[config.mk]
export PLATFORM = sky130hd
export DESIGN_NAME = pad_reader
export DESIGN_NICKNAME = d
export VERILOG_FILES = /design/src/hw/ics_periph_defs.svh /design/src/hw/pad_reader.sv
export SDC_FILE = /design/constraint.sdc
export NUM_CORES = 1
export LEC_CHECK = 0
export ABC_AREA = 1
export BUFFER_PORTS_ARGS = -buffer_cell sky130_fd_sc_hd__buf_2
export CAP_MARGIN = 20
export CORE_AREA = 2 2 39 41
export DETAILED_ROUTE_END_ITERATION = 8
export DIE_AREA = 0 0 41 43
export SYNTH_ARGS = -nofsm -noshare
export SYNTH_HDL_FRONTEND = slang
export SYNTH_SLANG_ARGS = --single-unit
[constraint.sdc]
create_clock -name vdp_clk -period 2.15 [get_ports vdp_clk]
set_input_delay 0.43 -clock vdp_clk [delete_from_list [all_inputs] [get_ports vdp_clk]]
set_output_delay 0.43 -clock vdp_clk [all_outputs]
set_load 0.1 [all_outputs]
[src/hw/ics_periph_defs.svh]
/*
 * Peripheral address map
 * Region field position, region codes and register reset values.
 */

`ifndef ICS_PERIPH_DEFS_SVH
`define ICS_PERIPH_DEFS_SVH

// region field, in byte address bits
`define ICS_REGION_MSB 19
`define ICS_REGION_LSB 16

// region codes, anything else is unmapped
`define ICS_REGION_STATUS 4'h0
`define ICS_REGION_DSP    4'h1
`define ICS_REGION_PAD    4'h2
`define ICS_REGION_COP    4'h3

// led_r on, led_b off
`define ICS_STATUS_RESET 2'b01

// byte address bit that selects multiplier operand b
`define ICS_DSP_SEL_BIT 2

`endif

[src/hw/pad_reader.sv]
/*
 * Gamepad reader
 * Control register with latch and pad clock bits; the three buttons are
 * latched into a shift register that shifts out on pad clock rising edges.
 */

`timescale 1ns/100ps
`default_nettype none

module pad_reader (
    input  wire        vdp_clk,
    input  wire        vdp_reset,

    input  wire        write_en,
    input  wire [15:0] write_data,

    input  wire        btn1,
    input  wire        btn2,
    input  wire        btn3,

    output logic       pad_data
);

    logic [1:0] pad_ctrl;
    logic pad_latch;
    logic pad_clk;
    logic pad_clk_q;
    logic [15:0] pad_shift;

    assign pad_latch = pad_ctrl[0];
    assign pad_clk = pad_ctrl[1];

    always_ff @(posedge vdp_clk) begin
        if (vdp_reset) begin
            pad_ctrl <= 2'b00;
            pad_clk_q <= 1'b0;
        end else begin
            if (write_en) begin
                pad_ctrl <= write_data[1:0];
            end

            pad_clk_q <= pad_clk;
        end
    end

    always_ff @(posedge vdp_clk) begin
        // btn1 and btn3 are left and right, btn2 is B
        if (pad_latch) begin
            pad_shift <= {8'b0, btn1, btn3, 5'b0, btn2};
        end

        // a clock edge wins over latch
        if (pad_clk && !pad_clk_q) begin
            pad_shift <= {1'b0, pad_shift[15:1]};
        end
    end

    assign pad_data = pad_shift[0];

endmodule

`default_nettype wire

After elaboration in Yosys (flattened, before gate mapping) --
Index checks and enable logic that the tools add are counted.
Storage, ports and cells: input port bits 22, flip-flop bits (word level) 11, output and inout port bits 1
Cells by class: multiplexer cells 2, reductions and logical operators 3
Operators with widths (number):
- $mux 8 | 1
- $mux 7 | 1
- $reduce_bool 2->1 | 1
- $logic_and 1x1->1 | 1
- $logic_not 1->1 | 1

Depth between registers and ports, before layout --
depth in word-level cells 3, gate-level depth with buffers 4, gate-level depth less buffers 4

Worst setup path after synthesis --
No wires, ideal clock.
path kind flip-flop to output port, start point register pad_shift[0], end point output port pad_data, data required time 1.720 ns, slack 0.816 ns, arrival time 0.904 ns, cell stages (with the launch flop) 1, path buffers 0, path through edfxtp_1
RTL lines:
- start: declaration | RTL line pad_reader.sv:28 | logic [15:0] pad_shift;
- start signal: assignment | RTL line pad_reader.sv:49 | pad_shift <= {8'b0, btn1, btn3, 5'b0, btn2};
- start signal: assignment | RTL line pad_reader.sv:54 | pad_shift <= {1'b0, pad_shift[15:1]};
- end: declaration | RTL line pad_reader.sv:21 | output logic pad_data
No word-level cell between the ends.

Worst setup path in the final report --
start point register pad_shift[0], end point output port pad_data
No word-level cell between the ends.

==> results.txt <==
vias in the first global route -> 279
Critical Path RT -> 1720 ps
largest net degree at the start of global routing -> 9
area of the core -> 1380 um^2
IO Pins -> 23
PD cells -> 837 nW/um^2
outcome -> complete, no violations
synthesized netlist cell count -> 45
routed wire length -> 666 um
CP delay by family, top -> buffers and inverters
worst setup margin -> 728 ps
Max Cap Viol -> 0
# H-tree levels -> 1
CP peak stage delay -> 420 ps
Reg clk slew, reported paths -> 70 ps
initial antenna violation count -> 0
synthesis-to-finish area growth -> 19.8%
# rows -> 14
max_slew headroom -> 67.9%
syn_nets -> 67
Clock Skew -> 0.374 ps
setup slack at placement -> 944 ps
first-pass detailed-route iteration total -> 3
Routed WL per cell -> 9.12 um
Routability Congestion -> 0.652
Port Buffers -> 8
Placed Area -> 497 um^2
global-route wire length before repair -> 1060 um
Synth Register Bits -> 11
most frequent cells in the layout -> inv_1 (11), nor2_1 (10), nand2_1 (9)
Syn. warnings -> 0
setup TNS -> 0 ps
antenna-violating nets left -> 0
Startpoint Class -> flip-flop
post-route cell area -> 523 um^2
Worst path slowest cell -> buf_2
synth unique cells -> 8
Seq/Total Area, Yosys -> 68.8%
Worst-Margin Slew -> 485 ps
Max IR drop VDD -> 0.354 mV
die area -> 1760 um^2
CTS root buf -> clkbuf_4
via/cell ratio -> 3.93
CTS Buf Count -> 3
Avg Inst Size Synth -> 9.70 um^2
Worst-Skew Late Latency -> 260 ps
layout cell share with drive strength beyond 1 -> 21.1%
CP cell instances -> buf_2
Filler cells -> 148
CTS max path bufs -> 2
Design Power -> 0.000438 W
CTS Sinks -> 11
nets@finish -> 80
CTS tree -> done
die width -> 41 um
initial DRC count -> 4
R2R Setup Slk -> 960 ps
fin. max-slew vios -> 0
routed vias -> 287
worst hold slack -> 331 ps
post-CTS sizing -> 0
Final setup viols -> 0
worst min-delay path category -> in -> reg
global route total overflow -> 0
Initial Util -> 31.6%
fmax -> 703 MHz
CP Max Fanout -> 1
diode count -> 0
Final Cycle Share -> 66.1%
arrival time worst endpoint -> 990 ps
drt drc -> 0
critical path endpoint category -> output pin
post-CTS setup buffer count -> 0
RSZ-0062 raised after global routing -> false
Syn Std Cell Area -> 437 um^2
Die H -> 43 um
CP Class -> reg -> out
most common cell after layout, fill and taps aside -> inv_1
CTS Hold Bufs -> 0
Leakage -> 0.252 nW
min Tclk post-route -> 1420 ps
total track usage -> 9.71%
Buf/Inv on CP -> 1
Hold Vio Cnt, Final -> 0
[report_power, final]
| group | switching, W | internal (W) | leakage (nW) |
|---|---|---|---|
| Combinational | 0.0000345 | 0.0000137 | 0.133 |
| Clock | 0.0000638 | 0.0000716 | 0.0150 |
| Sequential | 0.00000620 | 0.000248 | 0.104 |
| Total | 0.000105 | 0.000333 | 0.252 |
[synth_stat cells]
library cell | n | area (um^2)
a21boi_0 | 1 | 7.51
dfxtp_1 | 3 | 60.1
edfxtp_1 | 8 | 240
inv_1 | 11 | 41.3
nand2_1 | 9 | 33.8
nand2_2 | 1 | 6.26
nand3_1 | 2 | 10.0
nor2_1 | 10 | 37.5
[registers in the layout, indices dropped and copies added, names as in the netlist]
name	count
pad_clk_q	1
pad_ctrl	2
pad_shift	8
[worst reg2reg max path, stage by stage (launching register included)]
cell and delay (ps):
dfxtp_1 420, nand2_2 140, nand2_1 300
[layer usage]
metal  share of wire [%]  global-route usage [%]  vias up  routed length [um]
met5                   0                       0        -                   0
met4                   0                    8.00        0                   0
met3                 6.8                    3.14        0                  45
met2                  49                    14.4        9                 324
met1                  44                    10.6      117                 296
li1                    -                       -      161                   -
[final timing paths]
check | from | endpoint | depth (start not counted)
worst max-delay path | pad_shift[0] | pad_data | 1
worst min-delay path | vdp_reset | pad_clk_q | 2
worst max register to register | pad_ctrl[1] | pad_shift[0] | 2
worst min register to register | pad_ctrl[0] | pad_ctrl[0] | 2
[cells by family after synthesis]
family,after synthesis,synth area share (%)
and+or+nand+nor,22,20.1
buffers and inverters,11,9.46
AOI/OAI and AO/OA,1,1.72
DFF,11,68.8
[area by class of cell]
type                    count  area [um^2]  area share (%)
clock buffers               4         26.3            5.02
inverters                  11         41.3            7.89
multi-input cells          23         95.1            18.2
flip-flops and latches     11          300            57.4
repair buffers              8         40.0            7.66
well taps                  16         20.0            3.83
[metrics by stage]
step / std cells / util (%)
after floorplan: 45 / -
after global placement: 69 / 35.9
after detailed placement: 69 / 35.9
after CTS: 73 / 37.8
after global routing: 73 / 37.8
final: 73 / 37.8
Note: power is estimated with default switching activity, not from simulation.
