## src/hw/ics_periph_defs.svh

```systemverilog
/*
 * Peripheral address map
 * Region field position, region codes and register reset values.
 */

`ifndef ICS_PERIPH_DEFS_SVH
`define ICS_PERIPH_DEFS_SVH

// region field, in byte address bits
`define ICS_REGION_MSB 19
`define ICS_REGION_LSB 16

// region codes, anything else is unmapped
`define ICS_REGION_STATUS 4'h0
`define ICS_REGION_DSP    4'h1
`define ICS_REGION_PAD    4'h2
`define ICS_REGION_COP    4'h3

// led_r on, led_b off
`define ICS_STATUS_RESET 2'b01

// byte address bit that selects multiplier operand b
`define ICS_DSP_SEL_BIT 2

`endif

```

## src/hw/ics_periph_pkg.sv

```systemverilog
/*
 * Peripheral subsystem types
 * Vector widths for the Wishbone host bus, the multiplier and the copper RAM,
 * plus the state encoding of the bus controller.
 */

`default_nettype none

package ics_periph_pkg;

    // word address, stands for byte address bits 23:2
    typedef logic [21:0] bus_addr_t;

    typedef logic [31:0] bus_data_t;

    typedef logic [3:0] bus_sel_t;

    // multiplier operands and product are signed
    typedef logic signed [15:0] mult_operand_t;

    typedef logic signed [31:0] mult_result_t;

    // halfword address into the 2048 entry copper RAM
    typedef logic [10:0] cop_addr_t;

    typedef logic [15:0] cop_data_t;

    // bus controller states
    typedef enum logic {
        bus_idle,
        bus_ack
    } bus_state_t;

endpackage

`default_nettype wire

```

## src/hw/dsp_mult.sv

```systemverilog
/*
 * Signed multiplier helper
 * Two host-written 16-bit operands and a registered 32-bit signed product.
 */

`timescale 1ns/100ps
`default_nettype none

`include "ics_periph_defs.svh"

module dsp_mult (
    input  wire                            vdp_clk,

    input  wire                            write_en,
    input  wire                            sel_b,
    input  ics_periph_pkg::mult_operand_t  write_data,

    output ics_periph_pkg::mult_result_t   result
);

    ics_periph_pkg::mult_operand_t mult_a;
    ics_periph_pkg::mult_operand_t mult_b;

    // flat operand loads keep these registers inside a MAC cell
    always_ff @(posedge vdp_clk) begin
        if (write_en && !sel_b) begin
            mult_a <= write_data;
        end

        if (write_en && sel_b) begin
            mult_b <= write_data;
        end

        // product trails an operand write by one edge
        result <= mult_a * mult_b;
    end

endmodule

`default_nettype wire

```

## config.mk

```make
export PLATFORM = sky130hd
export DESIGN_NAME = dsp_mult
export DESIGN_NICKNAME = d
export VERILOG_FILES = /design/src/hw/ics_periph_pkg.sv /design/src/hw/dsp_mult.sv
export VERILOG_INCLUDE_DIRS = /design/src /design/src/hw
export SDC_FILE = /design/constraint.sdc
export NUM_CORES = 1
export LEC_CHECK = 0
export BUFFER_PORTS_ARGS = -buffer_cell sky130_fd_sc_hd__buf_2
export CAP_MARGIN = 40
export CORE_MARGIN = 2
export CORE_UTILIZATION = 25
export CTS_CLUSTER_DIAMETER = 200
export CTS_CLUSTER_SIZE = 8
export DETAILED_ROUTE_END_ITERATION = 8
export MAX_ROUTING_LAYER = met4
export PLACE_DENSITY_LB_ADDON = 0.08
export SYNTH_ARGS = -nofsm -noshare
export SYNTH_HDL_FRONTEND = slang
export SYNTH_SLANG_ARGS = --single-unit
```

## constraint.sdc

```tcl
create_clock -name vdp_clk -period 13.71 [get_ports vdp_clk]
set_input_delay 2.742 -clock vdp_clk [delete_from_list [all_inputs] [get_ports vdp_clk]]
set_output_delay 2.742 -clock vdp_clk [all_outputs]
set_load 0.02 [all_outputs]
```

-- Yosys cells after proc, flatten, opt, wreduce, memory -nomap -nowiden
Cells that the tools add are included.
- flip-flop bits (word level): 64
- latch bits: 0
- RAM bits: 0
- memory bits (read-only): 0
- input bits: 19
- word-level logic and storage cells: 7
- memories kept: 0
- $add $sub $neg: 0
- multipliers: 1
- divide/modulo/power cells: 0
- order comparisons: 0
- eq/ne operators: 0
- shift-type cells: 0
- multiplexer cells: 0
- bitwise gates (word level): 0
- reductions and logical operators: 3
- operator list (kind ; number):
    $mul 16x16->32 ; 1
    $logic_and 1x1->1 ; 2
    $logic_not 1->1 ; 1

-- Longest topological paths before layout
Gate-level depths: netlist (run 1).
- depth in word-level cells: 2
- depth in mapped cells: 22

-- Least setup slack after synthesis (run 1)
Ideal clock, no wire load.
- path kind: register to register
- start: register mult_a[15]
- end: register result[25]
- arrival: 5.753 ns
- data required time: 13.637 ns
- slack: 7.884 ns
- cell stages (with the launch flop): 21
- buffers on the path: 2
- period minus slack after synthesis: 5.826 ns
- cells stage by stage: edfxtp_1 clkbuf_1 nand2_1 inv_1 fa_1 fa_1 fa_1 fa_1 fa_1 inv_1 fa_1 inv_1 ha_1 clkbuf_1 a21o_1 o21bai_1 a21oi_1 o211ai_2 or2_1 a2111o_1 o211ai_2
- longest elaborated chain between the ends: 1
- RTL lines (what ; RTL line ; RTL):
    start, declared ; dsp_mult.sv:21 ; ics_periph_pkg::mult_operand_t mult_a;
    start signal, assigned ; dsp_mult.sv:27 ; mult_a <= write_data;
    $mul 16x16->32 ; dsp_mult.sv:35 ; result <= mult_a * mult_b;
    end signal, assigned ; dsp_mult.sv:35 ;
    end, declared ; dsp_mult.sv:18 ; output ics_periph_pkg::mult_result_t result
Every way passes these cells.
A chain may end at the register's enable or synchronous reset.

-- Worst setup path in the final report (run 1)
Same ends and word-level chain as after synthesis.

==> impl_metrics.yaml, run 1 <==
status:
  run_status: "finished, final reports clean"
clock_tree:
  htreeDepth: 3
  cts_sinks: 64
  numCtsBuffers: 9
  clock_pin_slew_on_the_worst_setup_and_hold_paths_ns: 0.06
  cts-root-to-sink-buffers: 2
  cts_hold_buf: 0
  post_cts_repair_resize_count: 0
  cts_tree: "yes"
  clkLatencyLatePin_ns: 0.37
  cts-root-buf: "clkbuf_16"
  postCtsSetupBuffers: 0
yosys:
  synth_area_per_cell_um2: 10.0
  ys_dominant_reg_cell: "edfxtp_1"
  total_of_flip_flops_plus_latches_after_synthesis: 64
  synth.lib_cells_used.distinct: 49
  synth_warnings: 0
  synth_fp_nets: 1509
  yosys.area.top_type: "fa_1"
  synthTopCellsByArea: "fa_1 46%, inv_1 9.4%, ha_1 8.9%"
  number_of_flops_mapped_to_enable_cells_by_yosys: 32
  async_reset_ff_share_pct: 0
  synth.cell_area_um2: 11500
  synth_sequential_area_ratio_pct: 14.0
  synth_largest_type_area_fraction_pct: 45.7
  syn_inst: 1146
timing:
  post-route-worst-setup-slack_ns: 7.06
  timing.final.crit_share_pct: 48.5
  tightest_slew_ns: 0.950
  timing.final.crit_period_ns: 6.65
  max_freq_ghz: 0.150
  final_max_slew_viol_count: 0
  slew_headroom_pct: 36.7
  fin_setup_tns_ns: 0
  rsz0062_at_grt: "no"
  setup-violations-final: 0
  fin_clk_skew_ns: 0.0124
  final-hold-violation-count: 0
global_routing:
  initial_antenna_violation_count: 1
  gr-usage-all-layers_pct: 14.7
  grt_start_max_net_pins: 17
  grt.overflow.total: 0
  first_global_vias: 8438
  grt_first_pass_wirelength_um: 50300
worst_setup_path:
  worstPathRequired_ns: 14.01
  critPathLaunchType: "flip-flop"
  timing_worst_setup_path_type: "reg2reg"
  end_kind: "flip-flop"
  critical_path.max_fanout: 16
  arrival_ns: 6.95
die:
  design.core.area_um2: 45300
  initial_core_util_pct: 25.3
  core.rowCount: 78
  die_h_um: 218
  horizontal_extent_of_the_die_um: 218
  floorplan.io_pins: 51
  die_area_um2: 47600
layout:
  area_growth_pct: 10.6
  final_layout_size_suffix_gt1_share_pct: 6.77
  total_inserted_antenna_cells: 0
  final_nets: 1540
drt:
  wire_per_inst_um: 17.7
  vias_per_cell: 4.14
  antenna_left: 0
  route.vias.total: 7385
  post-route-drc-count: 0
  drt_wl_total_um: 31500
  number_of_drc_markers_after_the_initial_detailed_route_iteration: 314
  drt_first_pass_iters: 4
run:
  max_capacitance_violation_count: 0
min_path:
  holdCritPathClass: "reg2reg"
placed_design:
  dp.final_hpwl_um: 25700
  worst_setup_slack_post_dpl_ns: 7.07
  globalplace.congestion: 0.756
  io_buffers: 50
[cells in the final DEF, fill, tap and decap left out, types with 2 or more instances in the layout]
cell type  synthesis  layout
nand3_1            6       6
xnor2_1           25      25
nor3_1             2       2
o211ai_2           2       2
xor2_1             8       8
a21o_1            13      13
a311oi_1           2       2
clkbuf_16          0       9
o2111ai_1          2       2
and4_1             2       2
nand2b_1           7       7
buf_2              1      50
edfxtp_1          32      32
o21ai_0           11      11
nor4_1             2       2
nand2_1          127     127
fa_1             262     262
a21oi_1           19      19
o21bai_1           4       4
nor2_1            20      20
a31oi_1            3       3
clkinv_2           0       3
buf_8              0       2
and3_1             3       3
a21o_2             2       2
dfxtp_1           32      32
and2_1           127     127
o211ai_1           3       3
inv_1            287     287
a211oi_1           3       3
buf_4              0       2
nand4_1            2       2
o31ai_1            2       2
o21a_1             4       4
ha_1              82      82
[worst paths after layout]
kind,startpoint,to,slack [ns],depth (start not counted)
max,mult_a[15],result[25],7.06,18
min,mult_a[0],result[0],0.74,2
max reg2reg,mult_a[15],result[25],7.06,18
min reg2reg,mult_a[0],result[0],0.74,2
[synth_stat cells (2+ instances only)]
library cell  instances
nand3_1               6
o2111ai_1             2
o31ai_1               2
xnor2_1              25
and4_1                2
o211ai_1              3
nand2_1             127
o21a_1                4
dfxtp_1              32
fa_1                262
inv_1               287
clkbuf_1             32
nor4_1                2
a311oi_1              2
ha_1                 82
nand4_1               2
and2_1              127
nor3_1                2
o211ai_2              2
nor2_1               20
a21o_1               13
and3_1                3
o21ai_0              11
a21o_2                2
a21oi_1              19
a211oi_1              3
xor2_1                8
a31oi_1               3
o21bai_1              4
nand2b_1              7
edfxtp_1             32
[logic make-up (layout without fill, tap and decap cells)]
family,after synthesis,count (layout),synth area share [%]
XOR/XNOR,33,33,2.52
AND/OR/NAND/NOR,304,304,13.4
AO/OA/AOI/OAI,79,79,4.82
adder cells (fa/ha/maj),344,344,54.7
flip-flops,64,64,14.0
buffers and inverters,322,358,10.6
[worst max-delay path, cell delays in order, from the launching register on]
cell      delay [ns]
edfxtp_1        0.65
nand2_1         0.23
inv_1           0.11
fa_1            0.80
fa_1            0.52
fa_1            0.50
fa_1            0.51
fa_1            0.54
inv_1           0.07
fa_1            0.47
inv_1           0.04
ha_1            0.39
a21o_1          0.21
o21bai_1        0.17
a21oi_1         0.25
o211ai_2        0.30
or2_1           0.32
a2111o_1        0.42
o211ai_2        0.07
[registers in the layout, summed over array words and instances, names as in the netlist]
name    flops
mult_a     16
mult_b     16
result     32
[layer usage]
layer	part of all wire, %	track usage, %	vias up	wire [um]
met4	0.90	2.09	0	283
met1	47	19.2	3827	14600
met3	3.5	2.56	19	1090
met2	49	24.3	81	15500
li1	-	-	3458	-
met5	0	-	-	0
[layout make-up]
cell class / instances / area, um^2
Clock buffer: 9 / 225
Clock inverter: 7 / 70.1
Fill cell: 4885 / 32600
Inverter: 287 / 1080
Multi-Input combinational cell: 760 / 8650
Sequential cell: 64 / 1600
Tap cell: 600 / 751
Timing Repair Buffer: 55 / 307
[through the flow]
stage                     area (um^2)  util [%]  instances  hold slack [ns]
after floorplan                 11500         -       1146            0.524
after global placement          12300      27.3       1763            0.785
after detailed placement        12400      27.4       1766            0.740
after CTS                       12700      28.0       1782            0.754
after global routing            12700      28.0       1782            0.796
final                           12700      28.0       1782            0.737
Power of run 1 is not shown: default switching activity piles up to over one toggle a cycle in this logic, so the estimate is an artifact.
==> run 2, diff against run 1 <==
==> constraint.sdc (replaced) <==
create_clock -name vdp_clk -period 5.4 [get_ports vdp_clk]
set_input_delay 1.08 -clock vdp_clk [delete_from_list [all_inputs] [get_ports vdp_clk]]
set_output_delay 1.08 -clock vdp_clk [all_outputs]
set_load 0.02 [all_outputs]
==> impl_metrics.yaml, run 2 (same netlist as run 1, synthesis figures left out) <==
status:
  run_status: "finished with violations"
  violated_checks: "setup timing"
timing:
  slew_headroom_pct: 50.5
  post-route-worst-setup-slack_ns: -0.568
  hold-worst-slack_ns: 0.757
  fin_clk_skew_ns: 0.0226
  timing.final.crit_period_ns: 5.97
  final-hold-violation-count: 0
  final_max_slew_viol_count: 0
  setup-violations-final: 15
  tightest_slew_ns: 0.743
  max_freq_ghz: 0.168
  timing.final.crit_share_pct: 111
  rsz0062_at_grt: "yes"
clock_tree:
  numCtsBuffers: 9
  clkLatencyLatePin_ns: 0.39
  cts-root-buf: "clkbuf_16"
  htreeDepth: 3
  cts_tree: "yes"
  clock_pin_slew_on_the_worst_setup_and_hold_paths_ns: 0.06
  cts_hold_buf: 0
  cts_sinks: 64
  cts-root-to-sink-buffers: 2
worst_setup_path:
  regToRegEndpoint: "result[29]"
  critical_path.endpoint: "result[29]"
  end_kind: "flip-flop"
  critPathLaunchType: "flip-flop"
  arrival_ns: 6.21
  crit_path_start: "mult_b[4]"
  worst-r2r-cell-count: 18
  worstPathRequired_ns: 5.64
  critical_path.max_fanout: 4
  reg2reg_from: "mult_b[4]"
  reg2reg_setup_slack_ns: -0.57
  timing_worst_setup_path_type: "reg2reg"
min_path:
  holdCritPathClass: "reg2reg"
placed_design:
  globalplace.congestion: 0.775
  dp.final_hpwl_um: 28400
  placed_cell_area_um2: 13700
  placed_cells_incl_taps: 1921
  io_buffers: 50
drt:
  post-route-drc-count: 0
  drt_wl_total_um: 33300
  vias_per_cell: 4.06
  drt_first_pass_iters: 4
  route.vias.total: 8142
  number_of_drc_markers_after_the_initial_detailed_route_iteration: 276
  antenna_left: 0
  wire_per_inst_um: 16.6
die:
  floorplan.io_pins: 51
  die_h_um: 218
  initial_core_util_pct: 25.3
  design.core.area_um2: 45300
  die_area_um2: 47600
  core.rowCount: 78
  horizontal_extent_of_the_die_um: 218
layout:
  commonest_non_fill_non_tap_cell_in_the_layout: "inv_1"
  post_route_cell_area_um2: 15300
  largest_registers: "result: 32 flops, mult_a: 16 flops, mult_b: 16 flops"
  total_inserted_antenna_cells: 0
  stdcell_count: 2003
  final_layout_size_suffix_gt1_share_pct: 29.7
  largest_register: "result"
  area_growth_pct: 33.3
  most-common-layout-cells: "267 x inv_1, 244 x fa_1, 173 x buf_4, 117 x nand2_1, 109 x and2_1"
  num-fill-cells: 4760
  final_nets: 1761
  largest_register_ff_count: 32
global_routing:
  grt_first_pass_wirelength_um: 54100
  initial_antenna_violation_count: 0
  grt_start_max_net_pins: 17
  gr-usage-all-layers_pct: 15.7
  first_global_vias: 9239
  grt.overflow.total: 0
run:
  max_capacitance_violation_count: 0
## run 2: cell count changes in the layout (fill, tap and decap cells not counted), moves of 15 or more
cell | previous run | this run
fa_1 | 262 | 244
and2_1 | 127 | 109
inv_1 | 287 | 267
buf_4 | 2 | 173
and2_4 | 0 | 18
ha_4 | 0 | 15
fa_2 | 0 | 18
ha_1 | 82 | 67
buf_6 | 1 | 40
inv_2 | 0 | 20
## run 2: what timing repair did
action,4_1_cts,5_1_grt
buffers inserted,49,23
gates resized for setup,113,68
endpoints found under the setup margin,19,19
pin swaps,46,74
## run 2: layout make-up
| cell class | instances | area [um^2] | area share (%) |
|---|---|---|---|
| Multi-Input combinational cell | 760 | 9280 | 60.7 |
| Timing Repair Buffer | 276 | 2240 | 14.7 |
| Sequential cell | 64 | 1600 | 10.5 |
| Inverter | 287 | 1080 | 7.05 |
| Tap cell | 600 | 751 | 4.91 |
| Clock buffer | 9 | 225 | 1.47 |
| Clock inverter | 7 | 100 | 0.655 |
## run 2: worst min-delay path by stage
stage	slack, ns	to	depth (start not counted)	startpoint
2_1_floorplan	0.52	result[0]	1	mult_a[0]
3_3_place_gp	0.75	result[1]	3	mult_a[1]
3_5_place_dp	0.77	result[1]	3	mult_a[1]
4_1_cts	0.78	result[1]	3	mult_a[1]
5_1_grt	0.83	result[1]	3	mult_a[1]
6_report	0.76	result[1]	3	mult_a[1]
## run 2: critical path: stages (launching register included)
cell and delay [ns]:
edfxtp_1 0.48, buf_4 0.19, and2_4 0.13, fa_1 0.52, inv_1 0.05, fa_1 0.50, fa_2 0.47, fa_1 0.54
inv_1 0.05, fa_1 0.47, fa_1 0.57, ha_4 0.23, a21o_1 0.18, a221o_1 0.37, a21oi_2 0.20, o211ai_4 0.16
o31a_4 0.36, nor4_4 0.28, a311oi_4 0.07
## run 2: metal layers
layer	share of wire (%)	up-vias	global-route usage [%]
met4	1.4	0	3.88
met3	3.3	23	1.84
met5	0	-	-
met2	44	83	23.3
li1	-	3896	-
met1	51	4140	22.7
## run 2: stage by stage
stage / setup WS (ns) / setup TNS [ns] / utilization [%]
after CTS: -0.552 / -4.83 / 32.8
after detailed placement: -0.848 / -9.61 / 30.2
after global routing: -0.703 / -7.51 / 33.7
after global placement: -0.780 / -9.00 / 30.2
final: -0.568 / -4.55 / 33.7
after floorplan: -0.145 / -0.401 / -
Power of run 2 is left out for the same reason.
