<file path="config.mk">
export PLATFORM = sky130hd
export DESIGN_NAME = periph_bus_ctrl
export DESIGN_NICKNAME = d
export VERILOG_FILES = /design/src/hw/ics_periph_pkg.sv /design/src/hw/periph_bus_ctrl.sv
export VERILOG_INCLUDE_DIRS = /design/src /design/src/hw
export SDC_FILE = /design/constraint.sdc
export NUM_CORES = 1
export LEC_CHECK = 0
export BUFFER_PORTS_ARGS = -buffer_cell sky130_fd_sc_hd__buf_2
export CORE_UTILIZATION = 32
export DETAILED_ROUTE_END_ITERATION = 8
export GPL_TIMING_DRIVEN = 0
export PLACE_DENSITY = 0.72
export SLEW_MARGIN = 20
export SYNTH_ARGS = -nofsm -noshare
export SYNTH_HDL_FRONTEND = slang
export SYNTH_SLANG_ARGS = --single-unit
</file>
<file path="constraint.sdc">
create_clock -name vdp_clk -period 2.6 [get_ports vdp_clk]
set_clock_uncertainty 0.2 [all_clocks]
set_input_delay 0.52 -clock vdp_clk [delete_from_list [all_inputs] [get_ports vdp_clk]]
set_output_delay 0.52 -clock vdp_clk [all_outputs]
set_load 0.02 [all_outputs]
</file>
<file path="src/hw/ics_periph_defs.svh">
/*
 * Peripheral address map
 * Region field position, region codes and register reset values.
 */

`ifndef ICS_PERIPH_DEFS_SVH
`define ICS_PERIPH_DEFS_SVH

// region field, in byte address bits
`define ICS_REGION_MSB 19
`define ICS_REGION_LSB 16

// region codes, anything else is unmapped
`define ICS_REGION_STATUS 4'h0
`define ICS_REGION_DSP    4'h1
`define ICS_REGION_PAD    4'h2
`define ICS_REGION_COP    4'h3

// led_r on, led_b off
`define ICS_STATUS_RESET 2'b01

// byte address bit that selects multiplier operand b
`define ICS_DSP_SEL_BIT 2

`endif

</file>
<file path="src/hw/ics_periph_pkg.sv">
/*
 * Peripheral subsystem types
 * Vector widths for the Wishbone host bus, the multiplier and the copper RAM,
 * plus the state encoding of the bus controller.
 */

`default_nettype none

package ics_periph_pkg;

    // word address, stands for byte address bits 23:2
    typedef logic [21:0] bus_addr_t;

    typedef logic [31:0] bus_data_t;

    typedef logic [3:0] bus_sel_t;

    // multiplier operands and product are signed
    typedef logic signed [15:0] mult_operand_t;

    typedef logic signed [31:0] mult_result_t;

    // halfword address into the 2048 entry copper RAM
    typedef logic [10:0] cop_addr_t;

    typedef logic [15:0] cop_data_t;

    // bus controller states
    typedef enum logic {
        bus_idle,
        bus_ack
    } bus_state_t;

endpackage

`default_nettype wire

</file>
<file path="src/hw/periph_bus_ctrl.sv">
/*
 * Peripheral bus controller
 * Wishbone classic slave: decodes the region field, issues one-cycle write
 * enables, returns a registered read mux with a single ack and holds the
 * status register that drives the LEDs.
 */

`timescale 1ns/100ps
`default_nettype none

`include "ics_periph_defs.svh"

module periph_bus_ctrl (
    input  wire                        vdp_clk,
    input  wire                        vdp_reset,

    input  wire                        wb_cyc,
    input  wire                        wb_stb,
    input  wire                        wb_we,
    input  ics_periph_pkg::bus_addr_t  wb_adr,
    input  ics_periph_pkg::bus_sel_t   wb_sel,
    input  ics_periph_pkg::bus_data_t  wb_dat_i,
    output ics_periph_pkg::bus_data_t  wb_dat_o,
    output logic                       wb_ack,

    input  ics_periph_pkg::mult_result_t dsp_result,
    input  wire                        pad_data,

    output logic                       dsp_write_en,
    output logic                       dsp_sel_b,
    output logic                       pad_write_en,
    output logic                       cop_write_en,
    output ics_periph_pkg::cop_addr_t  cop_write_address,
    output logic [15:0]                write_data,

    output logic                       led_r,
    output logic                       led_b
);

    ics_periph_pkg::bus_state_t state;
    logic [`ICS_REGION_MSB - `ICS_REGION_LSB:0] region;
    logic request;
    logic write_request;
    logic status_write_en;
    logic [1:0] status;
    ics_periph_pkg::bus_data_t read_mux;

    // wb_adr is a word address, so byte bit n sits at index n - 2
    assign region = wb_adr[`ICS_REGION_MSB - 2:`ICS_REGION_LSB - 2];

    // a request is only accepted from idle, so every enable lasts one cycle
    assign request = (state == ics_periph_pkg::bus_idle) && wb_cyc && wb_stb;
    assign write_request = request && wb_we;

    assign status_write_en = write_request && (region == `ICS_REGION_STATUS);
    assign dsp_write_en = write_request && (region == `ICS_REGION_DSP);
    assign pad_write_en = write_request && (region == `ICS_REGION_PAD);
    assign cop_write_en = write_request && (region == `ICS_REGION_COP);

    assign dsp_sel_b = wb_adr[`ICS_DSP_SEL_BIT - 2];

    // odd halfword slot when the upper halfword lane is selected
    assign cop_write_address = {wb_adr[9:0], wb_sel[2]};

    assign write_data = wb_dat_i[15:0];

    always_comb begin
        case (region)
            `ICS_REGION_STATUS: read_mux = {30'b0, status};
            `ICS_REGION_DSP: read_mux = dsp_result;
            `ICS_REGION_PAD: read_mux = {31'b0, pad_data};
            default: read_mux = '0;
        endcase
    end

    always_ff @(posedge vdp_clk) begin
        if (vdp_reset) begin
            state <= ics_periph_pkg::bus_idle;
            wb_ack <= 1'b0;
        end else begin
            wb_ack <= request;

            case (state)
                ics_periph_pkg::bus_idle: begin
                    if (request) begin
                        state <= ics_periph_pkg::bus_ack;
                    end
                end
                ics_periph_pkg::bus_ack: begin
                    // wait for stb to fall so a slow master gets no second ack
                    if (!(wb_cyc && wb_stb)) begin
                        state <= ics_periph_pkg::bus_idle;
                    end
                end
                default: state <= ics_periph_pkg::bus_idle;
            endcase
        end
    end

    // read data lands together with ack
    always_ff @(posedge vdp_clk) begin
        if (request) begin
            wb_dat_o <= read_mux;
        end
    end

    always_ff @(posedge vdp_clk) begin
        if (vdp_reset) begin
            status <= `ICS_STATUS_RESET;
        end else if (status_write_en) begin
            status <= wb_dat_i[1:0];
        end
    end

    assign led_r = status[0];
    assign led_b = status[1];

endmodule

`default_nettype wire

</file>
* Word-level counts from Yosys, hierarchy flattened *
Cells that the tools add are included.

word-level totals
  input port bits = 96
  output and inout bits = 66
  flip-flop bits (word level) = 36
  logic and storage cells = 21

cells by class
  reduce and logical (&&, ||, !) cells = 9
  mux-type cells = 4
  eq/ne operators = 3
  bitwise gates (word level) = 1

operator list
  operator                                                                number
  32-bit case mux with 3 select lines                                     1
  4-bit by 2-bit equality test with 1-bit output (second input constant)  2
  1-bit logical AND                                                       8
  4-bit by 1-bit equality test with 1-bit output (second input constant)  1
  4-bit logical NOT                                                       1
  1-bit two-way mux                                                       2
  1-bit case mux with 2 select lines                                      1
  1-bit NOT                                                               1

* Longest topological paths before layout *
Gate-level depths: netlist (run 1).

  depth after elaboration = 5
  mapped depth = 4
  mapped depth without buffers = 3

* Worst setup path before layout (run 1) *
No wires, ideal clock.

  kind = input -> register
  from = input wb_stb
  to = register wb_dat_o[0], enable pin
  required time = 1.979 ns
  setup time = 0.421 ns
  buffers on the path = 0
  setup slack = 0.029 ns
  arrival time = 1.950 ns
  stages on the path = 2
  cell sequence = nand2_1 -> nor2_1

between the ends
  longest elaborated chain between the ends = 1

ends and longest elaborated chain
  what                  line                    text
  start, declared       periph_bus_ctrl.sv:18   input wire wb_stb,
  1-bit logical AND     periph_bus_ctrl.sv:52   assign request = (state == ics_periph_pkg::bus_idle) && wb_cyc && wb_stb;
  named net request     periph_bus_ctrl.sv:42   logic request;
  end signal, assigned  periph_bus_ctrl.sv:103  wb_dat_o <= read_mux;
  end, declared         periph_bus_ctrl.sv:23   output ics_periph_pkg::bus_data_t wb_dat_o,

The timed path passes the listed nets, and every way through them passes these cells.
A chain may end at the register's enable or synchronous reset.

* Final worst setup path (run 1) *
  from = input wb_adr[14]
  to = output dsp_write_en

between the ends
  longest elaborated chain between the ends = 2

ends and longest elaborated chain
  what                                            line                   text
  start, declared                                 periph_bus_ctrl.sv:20  input ics_periph_pkg::bus_addr_t wb_adr,
  4-bit by 1-bit equality test with 1-bit output  n/a
  1-bit logical AND                               periph_bus_ctrl.sv:56  assign dsp_write_en = write_request && (region == `ICS_REGION_DSP);
  end, declared                                   periph_bus_ctrl.sv:29  output logic dsp_write_en,

Every way passes these cells.

==> impl_results.md, run 1 <==
- Hold/Removal Path Class: in -> reg
- Clock buffer depth: 2
- Post-Route WL: around 3.5 mm
- PD cells: 537 mW/mm²
- Crit end category: primary output
- RSZ-0062 raised after global routing: no
- Slew at the pin with the worst max-slew slack: around 0.48 ns
- Diode count: 0
- Synthesized area: approximately 0.0016 mm²
- Final setup violation count: 0
- Startpoint types: input pin
- Max Fclk: 415 MHz
- Final HPWL DP: ~2.9 mm
- Synthesized Nets: 216
- Filler instances: 452
- Maxcap violations: 0
- Die Ht: roughly 74 µm
- DIE AREA: ~0.0054 mm²
- Finished Cell Area: about 0.0024 mm²
- H-tree depth: 2
- Initial antenna violation count: 0
- Syn. warnings: 0
- Clock root buffer master: clkbuf_8
- Die W: 73.7 µm
- Inserted Clock Buffers: 5
- DR iter-0 viols: 29
- Clock Latency Late Sink: 0.28 ns
- Crit path launch: wb_adr[14]
- Pre-antenna DRT Iters: 3
- Vias: 1247
- Static leakage: 1.21 nW
- Unique masters post-synth: 21
- Post-CTS Hold Buffers: 0
- First-pass GRT wire length: around 5 mm
- Finished Layout Cells: 305
- Number of enable flip-flop cells after synthesis: 32
- Gr usage total: roughly 13%
- Number of global-route vias before repair: 1159
- Post-CTS Repair Setup Buffers: 0
- Cells after Synth: 120
- Sequential cell area fraction in the yosys report: 63.3%
- Area Overhead vs Synth: 46.9%
- Core area: between 0.004 and 0.005 mm²
- Crit path DAT: 1.69 ns
- Global route overflow: 0
- CP Class: in -> out
- Reg2Reg Setup Slack: 1.12 ns
- Post-synthesis area per instance: between 10 and 15 µm²
- IO Pins: 162
- Post-route clock period utilization: 92.7%
- Share of async-settable or async-resettable flops after synthesis: 0%
- Seq cells post-synth: 36
- Final antenna-violating net count: 0
- PortBufs: 109
- Reg clk slew, reported paths: roughly 0.070 ns
- Worst r2r src: state
- Final Net Count: around 330
- Commonest non-fill, non-tap cells in the layout: buf_2, edfxtp_1, buf_4
- # clock sinks: 36
- Post-CTS resize count: 0
- Placed Cells: a little under 300
- Final Slew Violations: 0
- Number of remaining DRC errors: 0
- Initial Util: 33.9%
- Critical path peak fanout: 10
- Worst hold slack: 0.248 ns
- WL/cell: 11.4 µm
- Top_reg_cell synth: edfxtp_1
- Area of the multi-input gates: 383 µm²
- Critical R2R Capture: status[0]
- Largest net degree at the start of global routing: 20
- Vias/cell: 4.09
- Setup crit end: dsp_write_en
- Maximum vdd drop: 0.000197 V
- Row count: 25
- Hold Fails Final Rpt: 0
- CTS tree: done
- Min Tclk post-route: 2.41 ns
- DP Area: 0.00231 mm²
- Reg area: 0.00104 mm²
- Slew Limit Headroom: 68.2%
- Status: finished clean
- Most common cell after layout, fill and taps aside: buf_2
- Routability cong.: ~0.74
- Share of layout cells above drive strength 1: 71.4%
- Worst EP required: 1.88 ns
- Worst Reg2Reg Path Length in Cells: 3
per-layer routing:
layer  up-vias  part of all wire [%]  track usage, %
met5         -                     0               0
met4         0                   1.0            4.49
met3         4                    13            5.21
met2       100                    47            22.1
met1       526                    39            13.3
li1        617                     -               -
stage by stage:
step | total power [mW] | setup WS, ns | TNS, ns | utilization, %
after global routing | 1.35 | 0.0291 | 0 | 49.9
after detailed placement | 0.838 | 0.149 | 0 | 47.6
final | 1.30 | 0.189 | 0 | 49.9
after global placement | 0.831 | -0.625 | -19.94 | 46.9
after floorplan | 0.759 | 0.0290 | 0 | -
after CTS | 1.31 | 0.140 | 0 | 49.9
sequential cells by signal, summed over array words and instances, names as in the netlist:
signal / flops
wb_dat_o: 32
status: 2
state: 1
wb_ack: 1
worst min path at each step:
stage / start / end / slack [ns] / depth (start not counted)
global route: vdp_reset / state / 0.25 / 2
CTS: vdp_reset / status[1] / 0.23 / 2
floorplan: state / wb_ack / 0.21 / 1
detailed placement: state / wb_ack / 0.31 / 1
finish: vdp_reset / state / 0.25 / 2
global placement: state / wb_ack / 0.24 / 1
critical path: stages:
cell      delay (ns)
buf_2           0.15
inv_2           0.07
nor4_4          0.40
clkbuf_2        0.26
and2_1          0.14
buf_2           0.16
final cells by class:
class                   count  area share [%]
well taps                  67            3.47
multi-input cells          52            15.8
inverters                   1           0.155
repair buffers            110            23.7
clock inverters             2            1.45
flip-flops and latches     36            43.1
plain buffers              31            9.32
clock buffers               6            3.00
power breakdown:
part,switching [mW],internal (mW)
Clock,0.191,0.284
Sequential,0.00301,0.640
Combinational,0.0937,0.0858
synth_stat cells, types with 2 or more instances:
master,n,area [µm²]
clkbuf_2,3,15.0
dfxtp_1,4,80.1
and2_2,16,120
nand3_1,2,10.0
and2_1,16,100
buf_4,28,210
edfxtp_1,32,961
nor4_4,2,42.5
nor2_1,5,18.8
kinds of logic after synthesis:
group	synth area share [%]
simple gates	19.3
compound gates	2.89
buf+inv	13.9
mux	0.608
flops	63.3
Note: power is estimated with default switching activity, not from simulation.
==> run 2, diff against run 1 <==
- CTS_BUF_LIST: default -> sky130_fd_sc_hd__clkbuf_16
- SETUP_SLACK_MARGIN: default -> 0.1
==> impl_results.md, run 2 (synthesized netlist as in run 1, its figures left out) <==
- WL/cell: 11.6 µm
- Initial Util: around a third
- Worst EP required: 1.88 ns
- Largest registers: wb_dat_o x32, status x2
- Worst Hold Depth: 2
- Pwr Total: around 1.4 mW
- Setup_tns: 0 ns
- Slowest CP cell: nor4_4
- Largest net degree at the start of global routing: 22
- Crit end category: primary output
- Die Ht: about 74 µm
- Worst hold slack: 0.260 ns
- Clock buffer depth: 2
- CP Class: in -> out
- Final Net Count: around 340
- Slew Limit Headroom: a little under three quarters
- Min Tclk post-route: between 2 and 2.5 ns
- Core area: 0.00485 mm²
- Most common cell after layout, fill and taps aside: buf_2
- Post-CTS Hold Buffers: 0
- Maximum vdd drop: 0.000237 V
- Number of remaining DRC errors: 0
- H-tree depth: 2
- Psw: roughly 0.28 mW
- RSZ-0062 raised after global routing: no
- Hold Fails Final Rpt: 0
- Post-Route WL: 3.56 mm
- Top cell by count, worst path: buf_2
- Row count: 25
- Largest Register: wb_dat_o
- Post-route clock period utilization: 88.3%
- CP bufs+invs: 4
- Routability cong.: ~0.74
- CTS tree: done
- Startpoint types: input pin
- DR iter-0 viols: 19
- Worst Reg2Reg Path Length in Cells: 3
- Clock Latency Late Sink: 0.27 ns
- Final Slew Violations: 0
- Slew at the pin with the worst max-slew slack: 0.429 ns
- # clock sinks: 36
- Max Fclk: 436 MHz
- Vias: about 1300
- Worst Hold Path EP: status[1]
- Final HPWL DP: between 2 and 3 mm
- Commonest non-fill, non-tap cells in the layout: buf_2, edfxtp_1, buf_4
- PortBufs: 109
- Comb pwr share: 13.4%
- Vias/cell: between 4 and 5
- Initial antenna violation count: 0
- Sequential Power Share: 47.7%
- First-pass GRT wire length: 5.18 mm
- Critical R2R Capture: status[0]
- Switching Fraction: a little over a fifth
- Hold/Removal Path Class: in -> reg
- Critical path peak fanout: 10
- Global route overflow: 0
- Clk pwr share: 38.9%
- Area Overhead vs Synth: 49.4%
- Share of layout cells above drive strength 1: 71.1%
- Diode count: 0
- Worst r2r src: state
- Die W: 73.7 µm
- Final setup violation count: 0
- Gr usage total: 13.2%
- Number of global-route vias before repair: 1184
- Max reg flops: 32
- IO Pins: 162
- Reg2Reg Setup Slack: approximately 1.1 ns
- CP peak stage delay: approximately 0.31 ns
- Top delay family on crit path: buffers and inverters
- Reg clk slew, reported paths: 0.05 ns
- Crit path DAT: between 1.5 and 2 ns
- Int Pwr: ~1.1 mW
- Static leakage: between 1 and 1.5 nW
- Final antenna-violating net count: 0
- Worst Hold Launch: vdp_reset
- DIE AREA: 0.00543 mm²
- Maxcap violations: 0
- Pre-antenna DRT Iters: 4
- PD cells: 550 mW/mm²
- Clock root buffer master: clkbuf_16
- Inserted Clock Buffers: 5
- Cells along the critical path: buf_2, inv_2, nor4_4, clkbuf_2, and2_1, buf_2
- Status: finished clean
==> run 2: how the worst max path moves through the flow <==
| stage | start | to | cells past startpoint |
|---|---|---|---|
| global route | wb_adr[14] | dsp_write_en | 6 |
| floorplan | wb_stb | wb_dat_o[0] | 2 |
| detailed placement | wb_adr[14] | dsp_write_en | 6 |
| finish | wb_adr[14] | dsp_write_en | 6 |
| CTS | wb_adr[15] | dsp_write_en | 5 |
| global placement | wb_adr[14] | dsp_write_en | 6 |
==> run 2: layout make-up <==
type                       count  area [µm²]
clock inverter                 2        7.51
tap                           67        83.8
fill                         440        2390
inverter                       1        3.75
multi-input combinational     52         383
buffer                        31         225
timing repair buffer         112         588
clock buffer                   5         125
sequential                    36        1040
==> run 2: power groups by stage <==
stage          registers [mW]  logic (mW)  clock network, mW
2_1_floorplan           0.671      0.0878                  0
3_3_place_gp            0.656       0.176                  0
3_5_place_dp            0.656       0.183                  0
4_1_cts                 0.645       0.183              0.547
5_1_grt                 0.645       0.196              0.576
6_report                0.645       0.181              0.526
==> run 2: repair_timing <==
| item | 4_1_cts | 5_1_grt |
|---|---|---|
| pin swaps | 1 | 1 |
| setup buffers | 0 | 2 |
| resized for setup | 0 | 0 |
| setup endpoints to repair | 1 | 1 |
| hold endpoints to repair | 0 | 0 |
==> run 2: through the flow <==
step	cell area [µm²]	worst slack (ns)	utilization, %	std cells
2_1_floorplan	1650	0.554	-	120
3_3_place_gp	2280	0.110	47.0	296
3_5_place_dp	2310	0.0846	47.6	297
4_1_cts	2440	0.144	50.4	304
5_1_grt	2460	0.199	50.7	306
6_report	2460	0.305	50.7	306
==> run 2: per-layer routing <==
| layer | GRT usage [%] | vias to the layer above | part of all wire, % |
|---|---|---|---|
| li1 | - | 621 | - |
| met3 | 5.62 | 2 | 11 |
| met4 | 4.49 | 0 | 0.68 |
| met1 | 13.1 | 550 | 37 |
| met2 | 24.5 | 96 | 51 |
| met5 | 0 | - | 0 |
==> run 3, diff against run 2 <==
- PLACE_DENSITY: 0.72 -> default
- PLACE_DENSITY_LB_ADDON: default -> 0.3
==> impl_results.md, run 3 (synthesized netlist as in run 1, its figures left out) <==
- Most common cell after layout, fill and taps aside: buf_2
- Global route overflow: 0
- Min Tclk post-route: 2.39 ns
- Slew at the pin with the worst max-slew slack: roughly 0.44 ns
- Clock Latency Late Sink: 0.27 ns
- DR iter-0 viols: 29
- Worst EP required: 1.88 ns
- DIE AREA: 0.00543 mm²
- Routability cong.: a little over 0.8
- Worst Hold Launch: vdp_reset
- DP Area: between 0.002 and 0.0025 mm²
- Post-route clock period utilization: around nine tenths
- Initial Util: 33.9%
- Largest Register: wb_dat_o
- PortBufs: 109
- Slew Limit Headroom: 70.4%
- Placed Cells: 297
- CP Class: in -> out
- Row count: 25
- Worst Hold Path EP: status[1]
- Share of layout cells above drive strength 1: between 70 and 80%
- Worst Hold Depth: 2
- Max Fclk: between 400 and 500 MHz
- Area Overhead vs Synth: 50.4%
- Gr usage total: between 10% and 20%
- Crit end category: primary output
- Core area: 0.00485 mm²
- Worst r2r src: state
- Number of global-route vias before repair: 1064
- Met3 Use GR: under 10%
- Final antenna-violating net count: 0
- Crit path DAT: roughly 1.7 ns
- Hold/Removal Path Class: in -> reg
- Initial antenna violation count: 0
- Die W: 73.7 µm
- Post-Route WL: ~3.5 mm
- Reg clk slew, reported paths: 0.05 ns
- Vias: around 1200
- Met2 Usage GRT: 21.5%
- Clock root buffer master: clkbuf_16
- Die Ht: 73.7 µm
- RSZ-0062 raised after global routing: no
- H-tree depth: 2
- Pre-antenna DRT Iters: 4
- Largest net degree at the start of global routing: 21
- Reg2Reg Setup Slack: 1.13 ns
- Final setup violation count: 0
- Max reg flops: 32
- Finished Layout Cells: 305
- Finished Cell Area: 0.00247 mm²
- Clock buffer depth: 2
- Maximum vdd drop: 0.000246 V
- Final Net Count: about 330
- Largest registers: wb_dat_o x32, status x2
- Worst Reg2Reg Path Length in Cells: 3
- Hold Fails Final Rpt: 0
- Commonest non-fill, non-tap cells in the layout: buf_2, edfxtp_1, buf_4
- GR peak layer: met2
- # clock sinks: 36
- Critical R2R Capture: status[0]
- Critical path peak fanout: 10
- IO Pins: approximately 160
- Worst hold slack: 0.249 ns
- Inserted Clock Buffers: 5
- First-pass GRT wire length: 4.82 mm
- Setup_tns: 0 ns
- Grt met1 use: 13.7%
- Static leakage: about 1.2 nW
- Maxcap violations: 0
- Startpoint types: input pin
- Final HPWL DP: between 2 and 3 mm
- Diode count: 0
- Pwr Total: 1.47 mW
- Vias/cell: ~4.1
- Post-CTS Hold Buffers: 0
- Final Slew Violations: 0
- Number of remaining DRC errors: 0
- Crit path launch: wb_adr[14]
- CTS tree: done
- WL/cell: approximately 11 µm
- PD cells: 596 mW/mm²
- Status: finished clean
## run 3: changes by cell type in the layout (fill, tap and decap cells not counted)
| cell | change |
|---|---|
| bufinv_16 | +1 |
| clkbuf_4 | +1 |
| clkbuf_2 | -1 |
| buf_4 | -2 |
## run 3: power by group
part	leakage (nW)	switching (mW)	internal, mW
clock network	0.0789	0.206	0.445
logic	0.784	0.0935	0.0860
registers	0.374	0.00320	0.641
total	1.24	0.303	1.17
## run 3: how the worst max path moves through the flow
stage | endpoint | depth (start not counted) | slack, ns
after global placement | wb_dat_o[14] | 3 | 0.06
after detailed placement | dsp_write_en | 6 | 0.17
after floorplan | wb_dat_o[0] | 2 | 0.55
after CTS | dsp_write_en | 6 | 0.16
final | dsp_write_en | 6 | 0.21
after global routing | dsp_write_en | 6 | 0.10
## run 3: stage by stage
step / setup slack (ns) / util, %
after detailed placement: 0.167 / 47.6
after global routing: 0.100 / 51.0
after floorplan: 0.554 / -
final: 0.213 / 51.0
after global placement: 0.0587 / 47.0
after CTS: 0.160 / 51.0
## run 3: what timing repair did
| item | CTS | global route |
|---|---|---|
| setup buffers | 0 | 0 |
| setup endpoints to repair | 0 | 1 |
| resized for setup | 0 | 2 |
## run 3: layout make-up
cell class                      instances  area [µm²]
Buffer                                 31         228
Clock buffer                            5         125
Clock inverter                          3        37.5
Fill cell                             445        2370
Inverter                                1        3.75
Multi-Input combinational cell         52         383
Sequential cell                        36        1040
Tap cell                               67        83.8
Timing Repair Buffer                  110         573
## run 3: metal layers
| metal | share of wire [%] | vias up |
|---|---|---|
| li1 | - | 615 |
| met1 | 37 | 532 |
| met2 | 51 | 93 |
| met4 | 1.4 | 0 |
| met5 | 0 | - |
| met3 | 10 | 5 |
## run 3: worst max-delay path, stage by stage
cell and delay [ns]:
buf_2 0.14, inv_2 0.06, nor4_4 0.39, clkbuf_4 0.27, and2_1 0.12, buf_2 0.15
